--- src/common/pov_pkg.sv ---
package pov_pkg;

    // Display geometry
    localparam int LANES   = 4;
    localparam int COLUMNS = 8;
    localparam int PIX_W   = 16;
    localparam int CONF_W  = 32;

    // Tick divider and emulated rotation period, in ticks
    localparam int CLK_DIV     = 4;
    localparam int FRAME_TICKS = 1024;

    // SPI side
    localparam int STATUS_W  = 16;
    localparam int MAX_BYTES = 5;

    // Derived index and counter widths
    localparam int COL_W     = $clog2(COLUMNS);
    localparam int LANE_W    = $clog2(LANES);
    localparam int BIT_W     = $clog2(CONF_W);
    localparam int PIX_IDX_W = $clog2(PIX_W);
    localparam int DIV_W     = $clog2(CLK_DIV);
    localparam int FRAME_W   = $clog2(FRAME_TICKS);
    localparam int LEN_W     = $clog2(MAX_BYTES + 1);

    // Terminal counts, sized to their counters
    localparam logic [DIV_W-1:0]   DIV_LAST   = DIV_W'(CLK_DIV - 1);
    localparam logic [FRAME_W-1:0] FRAME_LAST = FRAME_W'(FRAME_TICKS - 1);
    localparam logic [COL_W-1:0]   COL_LAST   = COL_W'(COLUMNS - 1);
    localparam logic [BIT_W-1:0]   CONF_TOP   = BIT_W'(CONF_W - 1);
    localparam logic [BIT_W-1:0]   PIX_TOP    = BIT_W'(PIX_W - 1);
    localparam logic [LEN_W-1:0]   MAX_LEN    = LEN_W'(MAX_BYTES);

    // Opcodes, first byte of every frame
    localparam logic [7:0] OP_CONFIG = 8'h01;
    localparam logic [7:0] OP_MASK   = 8'h02;
    localparam logic [7:0] OP_ENABLE = 8'h03;
    localparam logic [7:0] OP_PIXEL  = 8'h10;

    // Expected frame lengths, opcode byte included
    localparam logic [LEN_W-1:0] LEN_CONFIG = 3'd5;
    localparam logic [LEN_W-1:0] LEN_MASK   = 3'd2;
    localparam logic [LEN_W-1:0] LEN_ENABLE = 3'd2;
    localparam logic [LEN_W-1:0] LEN_PIXEL  = 3'd5;

    typedef logic [PIX_W-1:0]    pixel_t;
    typedef logic [CONF_W-1:0]   conf_t;
    typedef logic [COLUMNS-1:0]  col_mask_t;
    typedef logic [LANES-1:0]    lane_bits_t;
    typedef logic [STATUS_W-1:0] status_t;

    // First received byte sits in the top bits of payload
    typedef struct packed {
        logic [MAX_BYTES*8-1:0] payload;
        logic [LEN_W-1:0]       len_bytes;
    } spi_frame_t;

    // Indexed as [column][lane]
    typedef pixel_t [COLUMNS-1:0][LANES-1:0] pixel_frame_t;

    typedef enum logic [2:0] {
        IDLE,
        CONF_SHIFT,
        CONF_LATCH,
        COL_SHIFT,
        COL_LATCH
    } shift_state_t;

endpackage
--- src/rtl/pov_display_top.sv ---
`timescale 1ns/10ps

module pov_display_top (
    input  logic                clk,
    input  logic                rst_n,
    input  logic                spi_cs_n,
    input  logic                spi_sclk,
    input  logic                spi_mosi,
    output logic                spi_miso,
    output pov_pkg::lane_bits_t drv_sin,
    output logic                drv_sclk,
    output logic                drv_lat,
    output logic                drv_gclk,
    output pov_pkg::col_mask_t  col_out
);

    // Host command path
    pov_pkg::spi_frame_t   frame;
    logic                  frame_valid;
    pov_pkg::status_t      status;

    // Display state
    pov_pkg::conf_t        conf;
    logic                  start_config;
    pov_pkg::col_mask_t    col_mask;
    logic                  scan_enable;
    pov_pkg::pixel_frame_t pixels;

    // Timing and column select
    logic                  tick;
    logic                  sof;
    pov_pkg::col_mask_t    col_sel;

    spi_frame_receiver u_spi_frame_receiver (
        .clk         (clk),
        .rst_n       (rst_n),
        .spi_cs_n    (spi_cs_n),
        .spi_sclk    (spi_sclk),
        .spi_mosi    (spi_mosi),
        .status      (status),
        .spi_miso    (spi_miso),
        .frame       (frame),
        .frame_valid (frame_valid)
    );

    command_decoder u_command_decoder (
        .clk          (clk),
        .rst_n        (rst_n),
        .frame        (frame),
        .frame_valid  (frame_valid),
        .conf         (conf),
        .start_config (start_config),
        .col_mask     (col_mask),
        .scan_enable  (scan_enable),
        .pixels       (pixels),
        .status       (status)
    );

    frame_timer u_frame_timer (
        .clk   (clk),
        .rst_n (rst_n),
        .tick  (tick),
        .sof   (sof)
    );

    led_driver_shifter u_led_driver_shifter (
        .clk          (clk),
        .rst_n        (rst_n),
        .tick         (tick),
        .sof          (sof),
        .start_config (start_config),
        .conf         (conf),
        .scan_enable  (scan_enable),
        .pixels       (pixels),
        .drv_sin      (drv_sin),
        .drv_sclk     (drv_sclk),
        .drv_lat      (drv_lat),
        .drv_gclk     (drv_gclk),
        .col_sel      (col_sel)
    );

    // Masked columns stay dark, data still shifts
    assign col_out = col_sel & col_mask;

endmodule

--- src/driver/led_driver_shifter.sv ---
`timescale 1ns/10ps

module led_driver_shifter (
    input  logic                  clk,
    input  logic                  rst_n,
    input  logic                  tick,
    input  logic                  sof,
    input  logic                  start_config,
    input  pov_pkg::conf_t        conf,
    input  logic                  scan_enable,
    input  pov_pkg::pixel_frame_t pixels,
    output pov_pkg::lane_bits_t   drv_sin,
    output logic                  drv_sclk,
    output logic                  drv_lat,
    output logic                  drv_gclk,
    output pov_pkg::col_mask_t    col_sel
);

    pov_pkg::shift_state_t       state;
    logic [pov_pkg::BIT_W-1:0]   bit_cnt;
    logic [pov_pkg::COL_W-1:0]   col_cnt;
    // Low half of a bit is phase 0, SCLK high is phase 1
    logic                        phase;
    logic                        cfg_pending;

    // Lane bits for a given sequence, column and bit position
    function automatic pov_pkg::lane_bits_t bits_at(
        input pov_pkg::shift_state_t   st,
        input logic [pov_pkg::COL_W-1:0] c,
        input logic [pov_pkg::BIT_W-1:0] b
    );
        pov_pkg::lane_bits_t bits;
        bits = '0;
        if (st == pov_pkg::CONF_SHIFT) begin
            // Same config bit on every lane
            bits = {pov_pkg::LANES{conf[b]}};
        end else begin
            for (int l = 0; l < pov_pkg::LANES; l++) begin
                bits[l] = pixels[c][l][b[pov_pkg::PIX_IDX_W-1:0]];
            end
        end
        return bits;
    endfunction

    always_ff @(posedge clk or negedge rst_n) begin
        if (!rst_n) begin
            state       <= pov_pkg::IDLE;
            bit_cnt     <= '0;
            col_cnt     <= '0;
            phase       <= 1'b0;
            cfg_pending <= 1'b0;
            drv_sin     <= '0;
            drv_sclk    <= 1'b0;
            drv_lat     <= 1'b0;
            drv_gclk    <= 1'b0;
            col_sel     <= '0;
        end else begin
            if (tick) begin
                // Grayscale clock runs only while enabled
                drv_gclk <= scan_enable ? ~drv_gclk : 1'b0;
                case (state)
                    pov_pkg::IDLE: begin
                        if (cfg_pending) begin
                            // Config has priority, columns off while it shifts
                            state       <= pov_pkg::CONF_SHIFT;
                            cfg_pending <= 1'b0;
                            bit_cnt     <= pov_pkg::CONF_TOP;
                            phase       <= 1'b0;
                            col_sel     <= '0;
                            drv_sin     <= bits_at(pov_pkg::CONF_SHIFT, '0, pov_pkg::CONF_TOP);
                        end else if (sof) begin
                            col_sel <= '0;
                            if (scan_enable) begin
                                state   <= pov_pkg::COL_SHIFT;
                                col_cnt <= '0;
                                bit_cnt <= pov_pkg::PIX_TOP;
                                phase   <= 1'b0;
                                drv_sin <= bits_at(pov_pkg::COL_SHIFT, '0, pov_pkg::PIX_TOP);
                            end
                        end
                    end
                    pov_pkg::CONF_SHIFT,
                    pov_pkg::COL_SHIFT: begin
                        if (!phase) begin
                            drv_sclk <= 1'b1;
                            phase    <= 1'b1;
                        end else begin
                            drv_sclk <= 1'b0;
                            phase    <= 1'b0;
                            if (bit_cnt == '0) begin
                                // Last bit clocked, latch on the following tick
                                drv_lat <= 1'b1;
                                drv_sin <= '0;
                                if (state == pov_pkg::CONF_SHIFT) begin
                                    state <= pov_pkg::CONF_LATCH;
                                end else begin
                                    state   <= pov_pkg::COL_LATCH;
                                    col_sel <= pov_pkg::col_mask_t'(1'b1) << col_cnt;
                                end
                            end else begin
                                bit_cnt <= bit_cnt - 1'b1;
                                drv_sin <= bits_at(state, col_cnt, bit_cnt - 1'b1);
                            end
                        end
                    end
                    pov_pkg::CONF_LATCH: begin
                        drv_lat <= 1'b0;
                        state   <= pov_pkg::IDLE;
                    end
                    pov_pkg::COL_LATCH: begin
                        drv_lat <= 1'b0;
                        if (col_cnt == pov_pkg::COL_LAST) begin
                            // Last column stays selected until the next SOF
                            state <= pov_pkg::IDLE;
                        end else begin
                            state   <= pov_pkg::COL_SHIFT;
                            col_cnt <= col_cnt + 1'b1;
                            bit_cnt <= pov_pkg::PIX_TOP;
                            phase   <= 1'b0;
                            drv_sin <= bits_at(pov_pkg::COL_SHIFT, col_cnt + 1'b1,
                                               pov_pkg::PIX_TOP);
                        end
                    end
                    default: state <= pov_pkg::IDLE;
                endcase
            end
            // Config request held until the shifter is idle
            if (start_config) begin
                cfg_pending <= 1'b1;
            end
        end
    end

endmodule

--- src/rtl/frame_timer.sv ---
`timescale 1ns/10ps

module frame_timer (
    input  logic clk,
    input  logic rst_n,
    output logic tick,
    output logic sof
);

    logic [pov_pkg::DIV_W-1:0]   div_cnt;
    logic [pov_pkg::FRAME_W-1:0] frame_cnt;

    // Clock-enable divider, one tick every CLK_DIV cycles
    always_ff @(posedge clk or negedge rst_n) begin
        if (!rst_n) begin
            div_cnt <= '0;
            tick    <= 1'b0;
        end else if (div_cnt == pov_pkg::DIV_LAST) begin
            div_cnt <= '0;
            tick    <= 1'b1;
        end else begin
            div_cnt <= div_cnt + 1'b1;
            tick    <= 1'b0;
        end
    end

    // Stands in for the Hall sensor, counts ticks per revolution
    always_ff @(posedge clk or negedge rst_n) begin
        if (!rst_n) begin
            frame_cnt <= '0;
        end else if (tick) begin
            frame_cnt <= frame_cnt + 1'b1;
        end
    end

    // Coincides with the last tick of each period
    assign sof = tick & (frame_cnt == pov_pkg::FRAME_LAST);

endmodule

--- src/rtl/command_decoder.sv ---
`timescale 1ns/10ps

module command_decoder (
    input  logic                  clk,
    input  logic                  rst_n,
    input  pov_pkg::spi_frame_t   frame,
    input  logic                  frame_valid,
    output pov_pkg::conf_t        conf,
    output logic                  start_config,
    output pov_pkg::col_mask_t    col_mask,
    output logic                  scan_enable,
    output pov_pkg::pixel_frame_t pixels,
    output pov_pkg::status_t      status
);

    // Frame bytes, opcode first
    logic [7:0] opcode;
    logic [7:0] arg0;
    logic [7:0] arg1;
    logic [7:0] arg2;
    logic [7:0] arg3;
    logic       pix_in_range;

    assign opcode = frame.payload[39:32];
    assign arg0   = frame.payload[31:24];
    assign arg1   = frame.payload[23:16];
    assign arg2   = frame.payload[15:8];
    assign arg3   = frame.payload[7:0];

    // Column in arg0, lane in arg1, upper bits must be clear
    assign pix_in_range = (arg0[7:pov_pkg::COL_W] == '0) && (arg1[7:pov_pkg::LANE_W] == '0);

    always_ff @(posedge clk or negedge rst_n) begin
        if (!rst_n) begin
            conf         <= '0;
            start_config <= 1'b0;
            col_mask     <= '1;
            scan_enable  <= 1'b0;
            pixels       <= '0;
        end else begin
            start_config <= 1'b0;
            if (frame_valid) begin
                // Length mismatch or unknown opcode drops the frame
                case (opcode)
                    pov_pkg::OP_CONFIG: begin
                        if (frame.len_bytes == pov_pkg::LEN_CONFIG) begin
                            conf         <= frame.payload[pov_pkg::CONF_W-1:0];
                            start_config <= 1'b1;
                        end
                    end
                    pov_pkg::OP_MASK: begin
                        if (frame.len_bytes == pov_pkg::LEN_MASK) begin
                            col_mask <= arg0;
                        end
                    end
                    pov_pkg::OP_ENABLE: begin
                        if (frame.len_bytes == pov_pkg::LEN_ENABLE) begin
                            scan_enable <= arg0[0];
                        end
                    end
                    pov_pkg::OP_PIXEL: begin
                        if ((frame.len_bytes == pov_pkg::LEN_PIXEL) && pix_in_range) begin
                            pixels[arg0[pov_pkg::COL_W-1:0]][arg1[pov_pkg::LANE_W-1:0]] <=
                                {arg2, arg3};
                        end
                    end
                    default: ;
                endcase
            end
        end
    end

    // Readback word, mask on top and enable in bit 0
    assign status = {col_mask, {(pov_pkg::STATUS_W - pov_pkg::COLUMNS - 1){1'b0}}, scan_enable};

endmodule

--- src/rtl/spi_frame_receiver.sv ---
`timescale 1ns/10ps

module spi_frame_receiver (
    input  logic                clk,
    input  logic                rst_n,
    input  logic                spi_cs_n,
    input  logic                spi_sclk,
    input  logic                spi_mosi,
    input  pov_pkg::status_t    status,
    output logic                spi_miso,
    output pov_pkg::spi_frame_t frame,
    output logic                frame_valid
);

    // Two-flop synchronisers, index 1 is the safe copy
    logic [1:0] cs_sync;
    logic [1:0] sclk_sync;
    logic [1:0] mosi_sync;
    // Previous synchronised levels for edge detection
    logic cs_q;
    logic sclk_q;

    logic cs_fall;
    logic cs_rise;
    logic sclk_rise;
    logic sclk_fall;
    logic byte_done;

    logic [2:0]                  bit_cnt;
    logic [6:0]                  byte_sr;
    logic [7:0]                  rx_byte;
    logic [pov_pkg::LEN_W-1:0]   byte_cnt;
    logic [pov_pkg::MAX_BYTES*8-1:0] payload;
    pov_pkg::status_t            status_sr;

    assign cs_fall   = cs_q & ~cs_sync[1];
    assign cs_rise   = ~cs_q & cs_sync[1];
    // SCLK edges only count while selected
    assign sclk_rise = ~cs_sync[1] & sclk_sync[1] & ~sclk_q;
    assign sclk_fall = ~cs_sync[1] & ~sclk_sync[1] & sclk_q;
    // Byte including the bit sampled on this edge
    assign rx_byte   = {byte_sr, mosi_sync[1]};
    assign byte_done = sclk_rise & (bit_cnt == 3'd7);

    always_ff @(posedge clk or negedge rst_n) begin
        if (!rst_n) begin
            cs_sync     <= 2'b11;
            sclk_sync   <= 2'b00;
            mosi_sync   <= 2'b00;
            cs_q        <= 1'b1;
            sclk_q      <= 1'b0;
            bit_cnt     <= '0;
            byte_cnt    <= '0;
            spi_miso    <= 1'b0;
            frame_valid <= 1'b0;
        end else begin
            cs_sync     <= {cs_sync[0], spi_cs_n};
            sclk_sync   <= {sclk_sync[0], spi_sclk};
            mosi_sync   <= {mosi_sync[0], spi_mosi};
            cs_q        <= cs_sync[1];
            sclk_q      <= sclk_sync[1];
            frame_valid <= 1'b0;
            if (cs_fall) begin
                bit_cnt  <= '0;
                byte_cnt <= '0;
                // Mode 0, first status bit must be out before the first rise
                spi_miso <= status[pov_pkg::STATUS_W-1];
            end else if (cs_rise) begin
                // Publish only frames with at least one whole byte
                frame_valid <= (byte_cnt != '0);
                spi_miso    <= 1'b0;
            end else begin
                if (sclk_rise) begin
                    bit_cnt <= bit_cnt + 3'd1;
                end
                // Count saturates at the longest frame
                if (byte_done && (byte_cnt != pov_pkg::MAX_LEN)) begin
                    byte_cnt <= byte_cnt + 1'b1;
                end
                if (sclk_fall) begin
                    spi_miso <= status_sr[pov_pkg::STATUS_W-1];
                end
            end
        end
    end

    always_ff @(posedge clk) begin
        if (cs_fall) begin
            payload   <= '0;
            // Status snapshot, MSB already on MISO
            status_sr <= {status[pov_pkg::STATUS_W-2:0], 1'b0};
        end else begin
            if (sclk_rise) begin
                byte_sr <= rx_byte[6:0];
            end
            // Bytes fill the payload from the top down
            if (byte_done && (byte_cnt != pov_pkg::MAX_LEN)) begin
                payload[(pov_pkg::MAX_BYTES - 1 - int'(byte_cnt)) * 8 +: 8] <= rx_byte;
            end
            if (sclk_fall) begin
                status_sr <= {status_sr[pov_pkg::STATUS_W-2:0], 1'b0};
            end
        end
        if (cs_rise) begin
            frame.payload   <= payload;
            frame.len_bytes <= byte_cnt;
        end
    end

endmodule

--- config.mk ---
export PLATFORM = sky130hd
export DESIGN_NAME = pov_display_top
export DESIGN_NICKNAME = d
export VERILOG_FILES = /design/src/common/pov_pkg.sv /design/src/rtl/pov_display_top.sv /design/src/driver/led_driver_shifter.sv /design/src/rtl/frame_timer.sv /design/src/rtl/command_decoder.sv /design/src/rtl/spi_frame_receiver.sv
export SDC_FILE = /design/constraint.sdc
export NUM_CORES = 1
export LEC_CHECK = 0
export ABC_AREA = 1
export BUFFER_PORTS_ARGS = -buffer_cell sky130_fd_sc_hd__buf_2
export CAP_MARGIN = 10
export CORE_ASPECT_RATIO = 0.9
export CORE_UTILIZATION = 40
export CTS_CLUSTER_DIAMETER = 30
export DETAILED_ROUTE_END_ITERATION = 8
export PLACE_DENSITY_LB_ADDON = 0.05
export SYNTH_ARGS = -nofsm -noshare
export SYNTH_HDL_FRONTEND = slang
export SYNTH_SLANG_ARGS = --single-unit
--- constraint.sdc ---
create_clock -name clk -period 3.4 [get_ports clk]
set_input_delay 1.02 -clock clk [delete_from_list [all_inputs] [get_ports clk]]
set_output_delay 1.02 -clock clk [all_outputs]
set_load 0.01 [all_outputs]
Yosys cells after proc, flatten, opt, wreduce, memory -nomap -nowiden --
Index checks and enable logic that the tools add are counted.
Storage, ports and cells: flip-flop bits (word level) 716, input port bits 5, output and inout port bits 16, word-level logic and storage cells 247
Operators by class: add/subtract/negate cells 8, magnitude comparators 8, equality and inequality tests 26, shift-type cells 3, muxes and demuxes 85, bitwise operators 15, reduce and logical (&&, ||, !) cells 38
Operator list (count):
- $bwmux W512 | 1
- $bmux W64 S3 | 2
- $demux W64 S3 | 1
- $mux W64 | 3
- $mux W16 | 3
- $mux W3 | 16
- $bwmux W40 | 1
- $mux W8 | 5
- $shift A8 B33 Y40 const A | 1
- $shiftx A8 B33 Y40 | 1
- $neg A32 Y33 | 1
- $demux W16 S2 | 1
- $mux W5 | 6
- $mux W4 | 7
- $mux W1 | 25
- $reduce_and A6 Y1 | 3
- $bmux W1 S4 | 4
- $eq A8 B2 Y1 const B | 2
- $pmux W8 S2 | 1
- $reduce_bool A2 Y1 | 8
- $pmux W5 S3 | 1
- $eq A3 B3 Y1 const B | 4
- $lt A3 B4 Y1 const B | 3
- $ne A2 B2 Y1 const B | 6
- 41 further kinds | 77

Logic depth before layout (Yosys ltp) --
depth in word-level cells 8, mapped depth 17, depth with buffers taken out 15

Modules after synthesis --
From an unflattened synthesis, not the netlist that was laid out.
Second synthesis, totals: cells, all modules 4607, area, all modules 37194.4 sq um
Modules (own cells, without submodules):
- command_decoder | instances 1, cells each 2600, area each 24288.3 sq um
- led_driver_shifter | instances 1, cells each 1448, area each 7373.3 sq um
- spi_frame_receiver | instances 1, cells each 486, area each 4899.7 sq um
- frame_timer | instances 1, cells each 57, area each 573.0 sq um
- pov_display_top | instances 1, cells each 16, area each 60.1 sq um

Worst setup path before layout --
Ideal clock, no wire load.
kind register to register, start point register u_spi_frame_receiver.cs_sync[1], end point register u_spi_frame_receiver.spi_miso, arrival time 3002 ps, setup slack 316 ps, stages on the path, launching flop included 7, path buffers 0, clock period less this slack 3084 ps, cells stage by stage dfstp_2 -> inv_1 -> nor2_1 -> inv_1 -> nand2_1 -> nor2_1 -> a31oi_1
RTL lines:
- start: declaration | line spi_frame_receiver.sv:16 | logic [1:0] cs_sync;
- start signal: assignment | line spi_frame_receiver.sv:57 | cs_sync <= {cs_sync[0], spi_cs_n};
- $and A1 B1 Y1 (*) | line spi_frame_receiver.sv:37 | assign cs_rise = ~cs_q & cs_sync[1];
- net u_spi_frame_receiver.cs_rise | line spi_frame_receiver.sv:24 | logic cs_rise;
- $mux W1 | line spi_frame_receiver.sv:68 | end else if (cs_rise) begin
- $mux W1 | line spi_frame_receiver.sv:63 | if (cs_fall) begin
- end signal: assignment | line spi_frame_receiver.sv:67 | spi_miso <= status[pov_pkg::STATUS_W-1];
- end signal: assignment | line spi_frame_receiver.sv:81 | spi_miso <= status_sr[pov_pkg::STATUS_W-1];
- end: declaration | line spi_frame_receiver.sv:10 | output logic spi_miso,
The timed path passes the listed nets; every way through them passes the cells marked *. A chain may end at the register's enable or synchronous reset.

Worst setup path in the final report --
start point register u_led_driver_shifter.col_cnt[1] (netlist bit), end point register u_led_driver_shifter.drv_sin[0]
On the way: word-level cells in the longest chain between the ends 8
RTL lines:
- start: declaration | line led_driver_shifter.sv:21 | logic [pov_pkg::COL_W-1:0] col_cnt;
- start signal: assignment | line led_driver_shifter.sv:117 | col_cnt <= col_cnt + 1'b1;
- $bmux W64 S3 | line led_driver_shifter.sv:39 | bits[l] = pixels[c][l][b[pov_pkg::PIX_IDX_W-1:0]];
- $mux W64
- $bmux W1 S4 | line led_driver_shifter.sv:39
- $mux W1 (implied by the code) | line led_driver_shifter.sv:39
- $mux W4 | line led_driver_shifter.sv:34 | if (st == pov_pkg::CONF_SHIFT) begin
- $mux W4 | line led_driver_shifter.sv:90 | if (bit_cnt == '0) begin
- $mux W4 | line led_driver_shifter.sv:84 | if (!phase) begin
- $pmux W4 S3 | line led_driver_shifter.sv:61 | case (state)
- end signal: assignment | line led_driver_shifter.sv:70 | drv_sin <= bits_at(pov_pkg::CONF_SHIFT, '0, pov_pkg::CONF_TOP);
- end signal: assignment | line led_driver_shifter.sv:78 | drv_sin <= bits_at(pov_pkg::COL_SHIFT, '0, pov_pkg::PIX_TOP);
- end signal: assignment | line led_driver_shifter.sv:102 | drv_sin <= bits_at(state, col_cnt, bit_cnt - 1'b1);
- end: declaration | line led_driver_shifter.sv:12 | output pov_pkg::lane_bits_t drv_sin,
Several ways; a longest one is shown, not always the timed one. The select of a mux whose other input is x is not followed.

==> results.py <==
metrics = {
    "hold_path": {
        "hp-class": "primary input to async pin",
    },
    "flow_run": {
        "maxCapViolations": 0,
    },
    "timing": {
        "hold_ws_ns": 0.317,
        "fmax_mhz": 363,
        "finalSetupViolations": 0,
        "skew_ns": 0.0294,
        "fin_crit_ns": 2.76,
        "tightestPinTransition_ns": 1.03,
        "finalSetupTns_ns": 0,
        "hold_viol": 0,
        "max-slew-margin-rel_pct": 31.2,
        "period_share_pct": 81.1,
        "drv_slew": 0,
        "rsz0062_at_grt": "no",
    },
    "critical_path": {
        "arrival_ns": 3.36,
        "endpoint_kind": "flop",
        "crit_end": "u_led_driver_shifter.drv_sin[0]$_DFFE_PN0P_",
        "r2r-start": "u_led_driver_shifter.col_cnt[1]$_DFFE_PN0P_",
        "crit_top_cell": "nand2_1",
        "path_max_fanout": 44,
        "slowest_stage": "dfrtp_4",
        "crit_type": "flop to flop",
        "rr_worst_depth": 16,
        "reg2reg_slack_ns": 0.64,
        "startpoint_type": "flop",
        "slowest_delay_ns": 0.67,
        "cp_data_required_time_ns": 4.00,
        "worstReg2RegEnd": "u_led_driver_shifter.drv_sin[0]$_DFFE_PN0P_",
        "crit_start": "u_led_driver_shifter.col_cnt[1]$_DFFE_PN0P_",
        "crit_path_cell_trace": "inv_4 > buf_12 > buf_4 > nand3_1 > nand3_1 > nand3_1 > nand3_1 > nand2_1 > nand2_1 > nand3_1 > nand3_1 > nand2_1 > nand2_1 > nand2_1 > nand2_1 > nand2_1",
    },
    "clock_tree": {
        "cts-htree-levels": 4,
        "clk_pin_slew_worst_paths_ns": 0.04,
        "cts_setup_buffers": 0,
        "ctsHoldBuffers": 0,
        "tritoncts": "yes",
        "cts-root-buf": "clkbuf_16",
        "cts_resized": 0,
        "clock_sinks": 716,
        "clockBufferDepth": 3,
        "cts_made_buffers": 159,
        "insertion_delay_ns": 0.73,
    },
    "logic_synthesis": {
        "ys_seq_elements": 716,
        "ys_types": 41,
        "ys_seq_area_share_pct": 55.8,
        "syn_area_mm2": 0.0322,
        "synth_nets": 3908,
        "synth_top_flop_cell": "dfrtp_1",
        "synth_top_area_share_pct": 46.6,
        "synth.avg_cell_area_um2": 8.29,
        "synthTopCellsByArea": "dfrtp_1 (47%), nand2_1 (15%), o21ai_0 (9.6%)",
        "synth_edf_count": 58,
        "yosys.area.top_type": "dfrtp_1",
        "yosys_warnings": 0,
        "syn_inst": 3887,
        "async_flop_share_pct": 85.3,
    },
    "global_route": {
        "antenna_found_initial": 2,
        "grt_pass1_vias": 27000,
        "grt.total_usage_pct": 25.0,
        "grt_pass1_wl_mm": 159,
        "overflow": 0,
        "grt_max_degree": 75,
    },
    "route": {
        "finalWirelength_mm": 100,
        "ant_nets": 0,
        "routed_via_density": 5.37,
        "wl_per_cell_um": 19.9,
        "drc": 2,
        "drtPass1Iterations": 9,
        "vias": 27100,
        "drt_iter0_markers": 2414,
    },
    "finish": {
        "finalNetCount": 3890,
        "num_antenna_cells": 0,
        "n_fill_cell": 7530,
        "drive_gt1_share_pct": 11.0,
        "layout_commonest_cell": "nand2_1",
        "most-common-layout-cells": "nand2_1 (1295), o21ai_0 (620), dfrtp_1 (596)",
        "syn_to_final_growth_pct": 20.7,
        "multi_input_area_mm2": 0.0126,
        "seqCellArea_mm2": 0.0180,
    },
    "floorplan": {
        "core_area_mm2": 0.0796,
        "chipHeight_um": 271,
        "die-area_mm2": 0.0817,
        "dieWidth_um": 301,
        "rows": 98,
        "start_util_pct": 40.5,
        "pin_count": 21,
    },
    "pwr": {
        "power_density_mw_per_mm2": 634,
        "peakVddDrop_mv": 0.421,
        "total_power_mw": 24.7,
        "p_leak_nw": 17.6,
    },
    "placed_design": {
        "port_buffers": 20,
        "gp_congestion": 0.825,
        "dp_hpwl_mm": 58.6,
    },
    "outcome": {
        "violations": "DRC",
        "status": "complete, but fails checks",
    },
}
==> metal layers <==
layer	global-route usage, %	wire length [um]	vias to the layer above
met1	34.8	46200	13200
met4	10.2	3170	0
li1	-	-	12800
met5	0	0	-
met2	37.9	44200	879
met3	5.30	6730	206
==> worst max-delay path: cells and delay by family (launching register included) <==
family | cells | cell delay (ns)
and+or+nand+nor | 13 | 1.21
buffers and inverters | 3 | 0.77
DFF | 1 | 0.67
==> logic make-up after synthesis <==
family / share of synthesized area (%)
buffers and inverters: 5.19
flip-flops: 55.8
adder cells (fa/ha/maj): 0.621
XOR/XNOR: 0.295
AO/OA/AOI/OAI: 11.3
AND/OR/NAND/NOR: 26.8
==> synthesized netlist by cell type (6+ instances only) <==
master,count
inv_1,111
dfstp_2,11
buf_1,22
a31oi_1,6
o22ai_1,11
edfxtp_1,58
nand2_1,1295
dfxtp_1,47
buf_2,95
a21oi_1,58
ha_1,16
nor3_1,16
nand4_1,9
nor2_1,126
o221ai_1,6
dfrtp_1,600
nand3_1,538
clkbuf_1,169
o21ai_0,620
nand2_4,30
==> power breakdown <==
| part | internal (mW) | leakage, nW | switching, mW |
|---|---|---|---|
| logic | 0.0677 | 5.53 | 0.338 |
| registers | 8.68 | 9.39 | 0.0279 |
| clock network | 10.6 | 2.65 | 4.98 |
| total | 19.3 | 17.6 | 5.35 |
==> final cells by class <==
class	count	share of cell area (%)
inverter	115	1.14
timing repair buffer	111	2.72
clock inverter	83	2.67
multi-input combinational	2766	32.4
tap	1050	3.38
sequential	716	46.3
clock buffer	210	11.5
==> state kept, by name (all words and copies together) (netlist names), 2 cells and up <==
register / count
u_command_decoder.pixels: 512
u_spi_frame_receiver.frame: 43
u_spi_frame_receiver.payload: 40
u_command_decoder.conf: 32
u_spi_frame_receiver.status_sr: 15
u_frame_timer.frame_cnt: 10
u_command_decoder.col_mask: 8
u_led_driver_shifter.col_sel: 8
u_spi_frame_receiver.byte_sr: 7
u_led_driver_shifter.bit_cnt: 5
u_led_driver_shifter.drv_sin: 4
u_led_driver_shifter.col_cnt: 3
u_led_driver_shifter.state: 3
u_spi_frame_receiver.bit_cnt: 3
u_spi_frame_receiver.byte_cnt: 3
u_frame_timer.div_cnt: 2
u_spi_frame_receiver.cs_sync: 2
u_spi_frame_receiver.mosi_sync: 2
u_spi_frame_receiver.sclk_sync: 2
==> through the flow <==
stage                     util (%)  cell area (um2)  setup slack (ns)  cells
after floorplan                  -            32200             0.316   3887
after global placement        42.0            33400             0.659   4758
after detailed placement      42.0            33400             0.682   4758
after CTS                     48.9            38900             0.668   5051
after global routing          48.9            38900             0.361   5051
final                         48.9            38900             0.643   5051
==> how the worst min path moves through the flow <==
stage                                                      from                                          end  slack, ns  cells after the start
global route                                              rst_n    u_command_decoder.pixels[487]$_DFFE_PN0P_       0.33                      1
global placement    u_spi_frame_receiver.sclk_sync[0]$_DFF_PN0_  u_spi_frame_receiver.sclk_sync[1]$_DFF_PN0_       0.33                      0
finish                                                    rst_n    u_command_decoder.pixels[487]$_DFFE_PN0P_       0.32                      1
CTS                                                       rst_n    u_command_decoder.pixels[487]$_DFFE_PN0P_       0.31                      1
floorplan           u_spi_frame_receiver.mosi_sync[0]$_DFF_PN0_  u_spi_frame_receiver.mosi_sync[1]$_DFF_PN0_       0.33                      0
detailed placement  u_spi_frame_receiver.mosi_sync[0]$_DFF_PN0_  u_spi_frame_receiver.mosi_sync[1]$_DFF_PN0_       0.34                      0
Power figures use the tool's default switching activity.
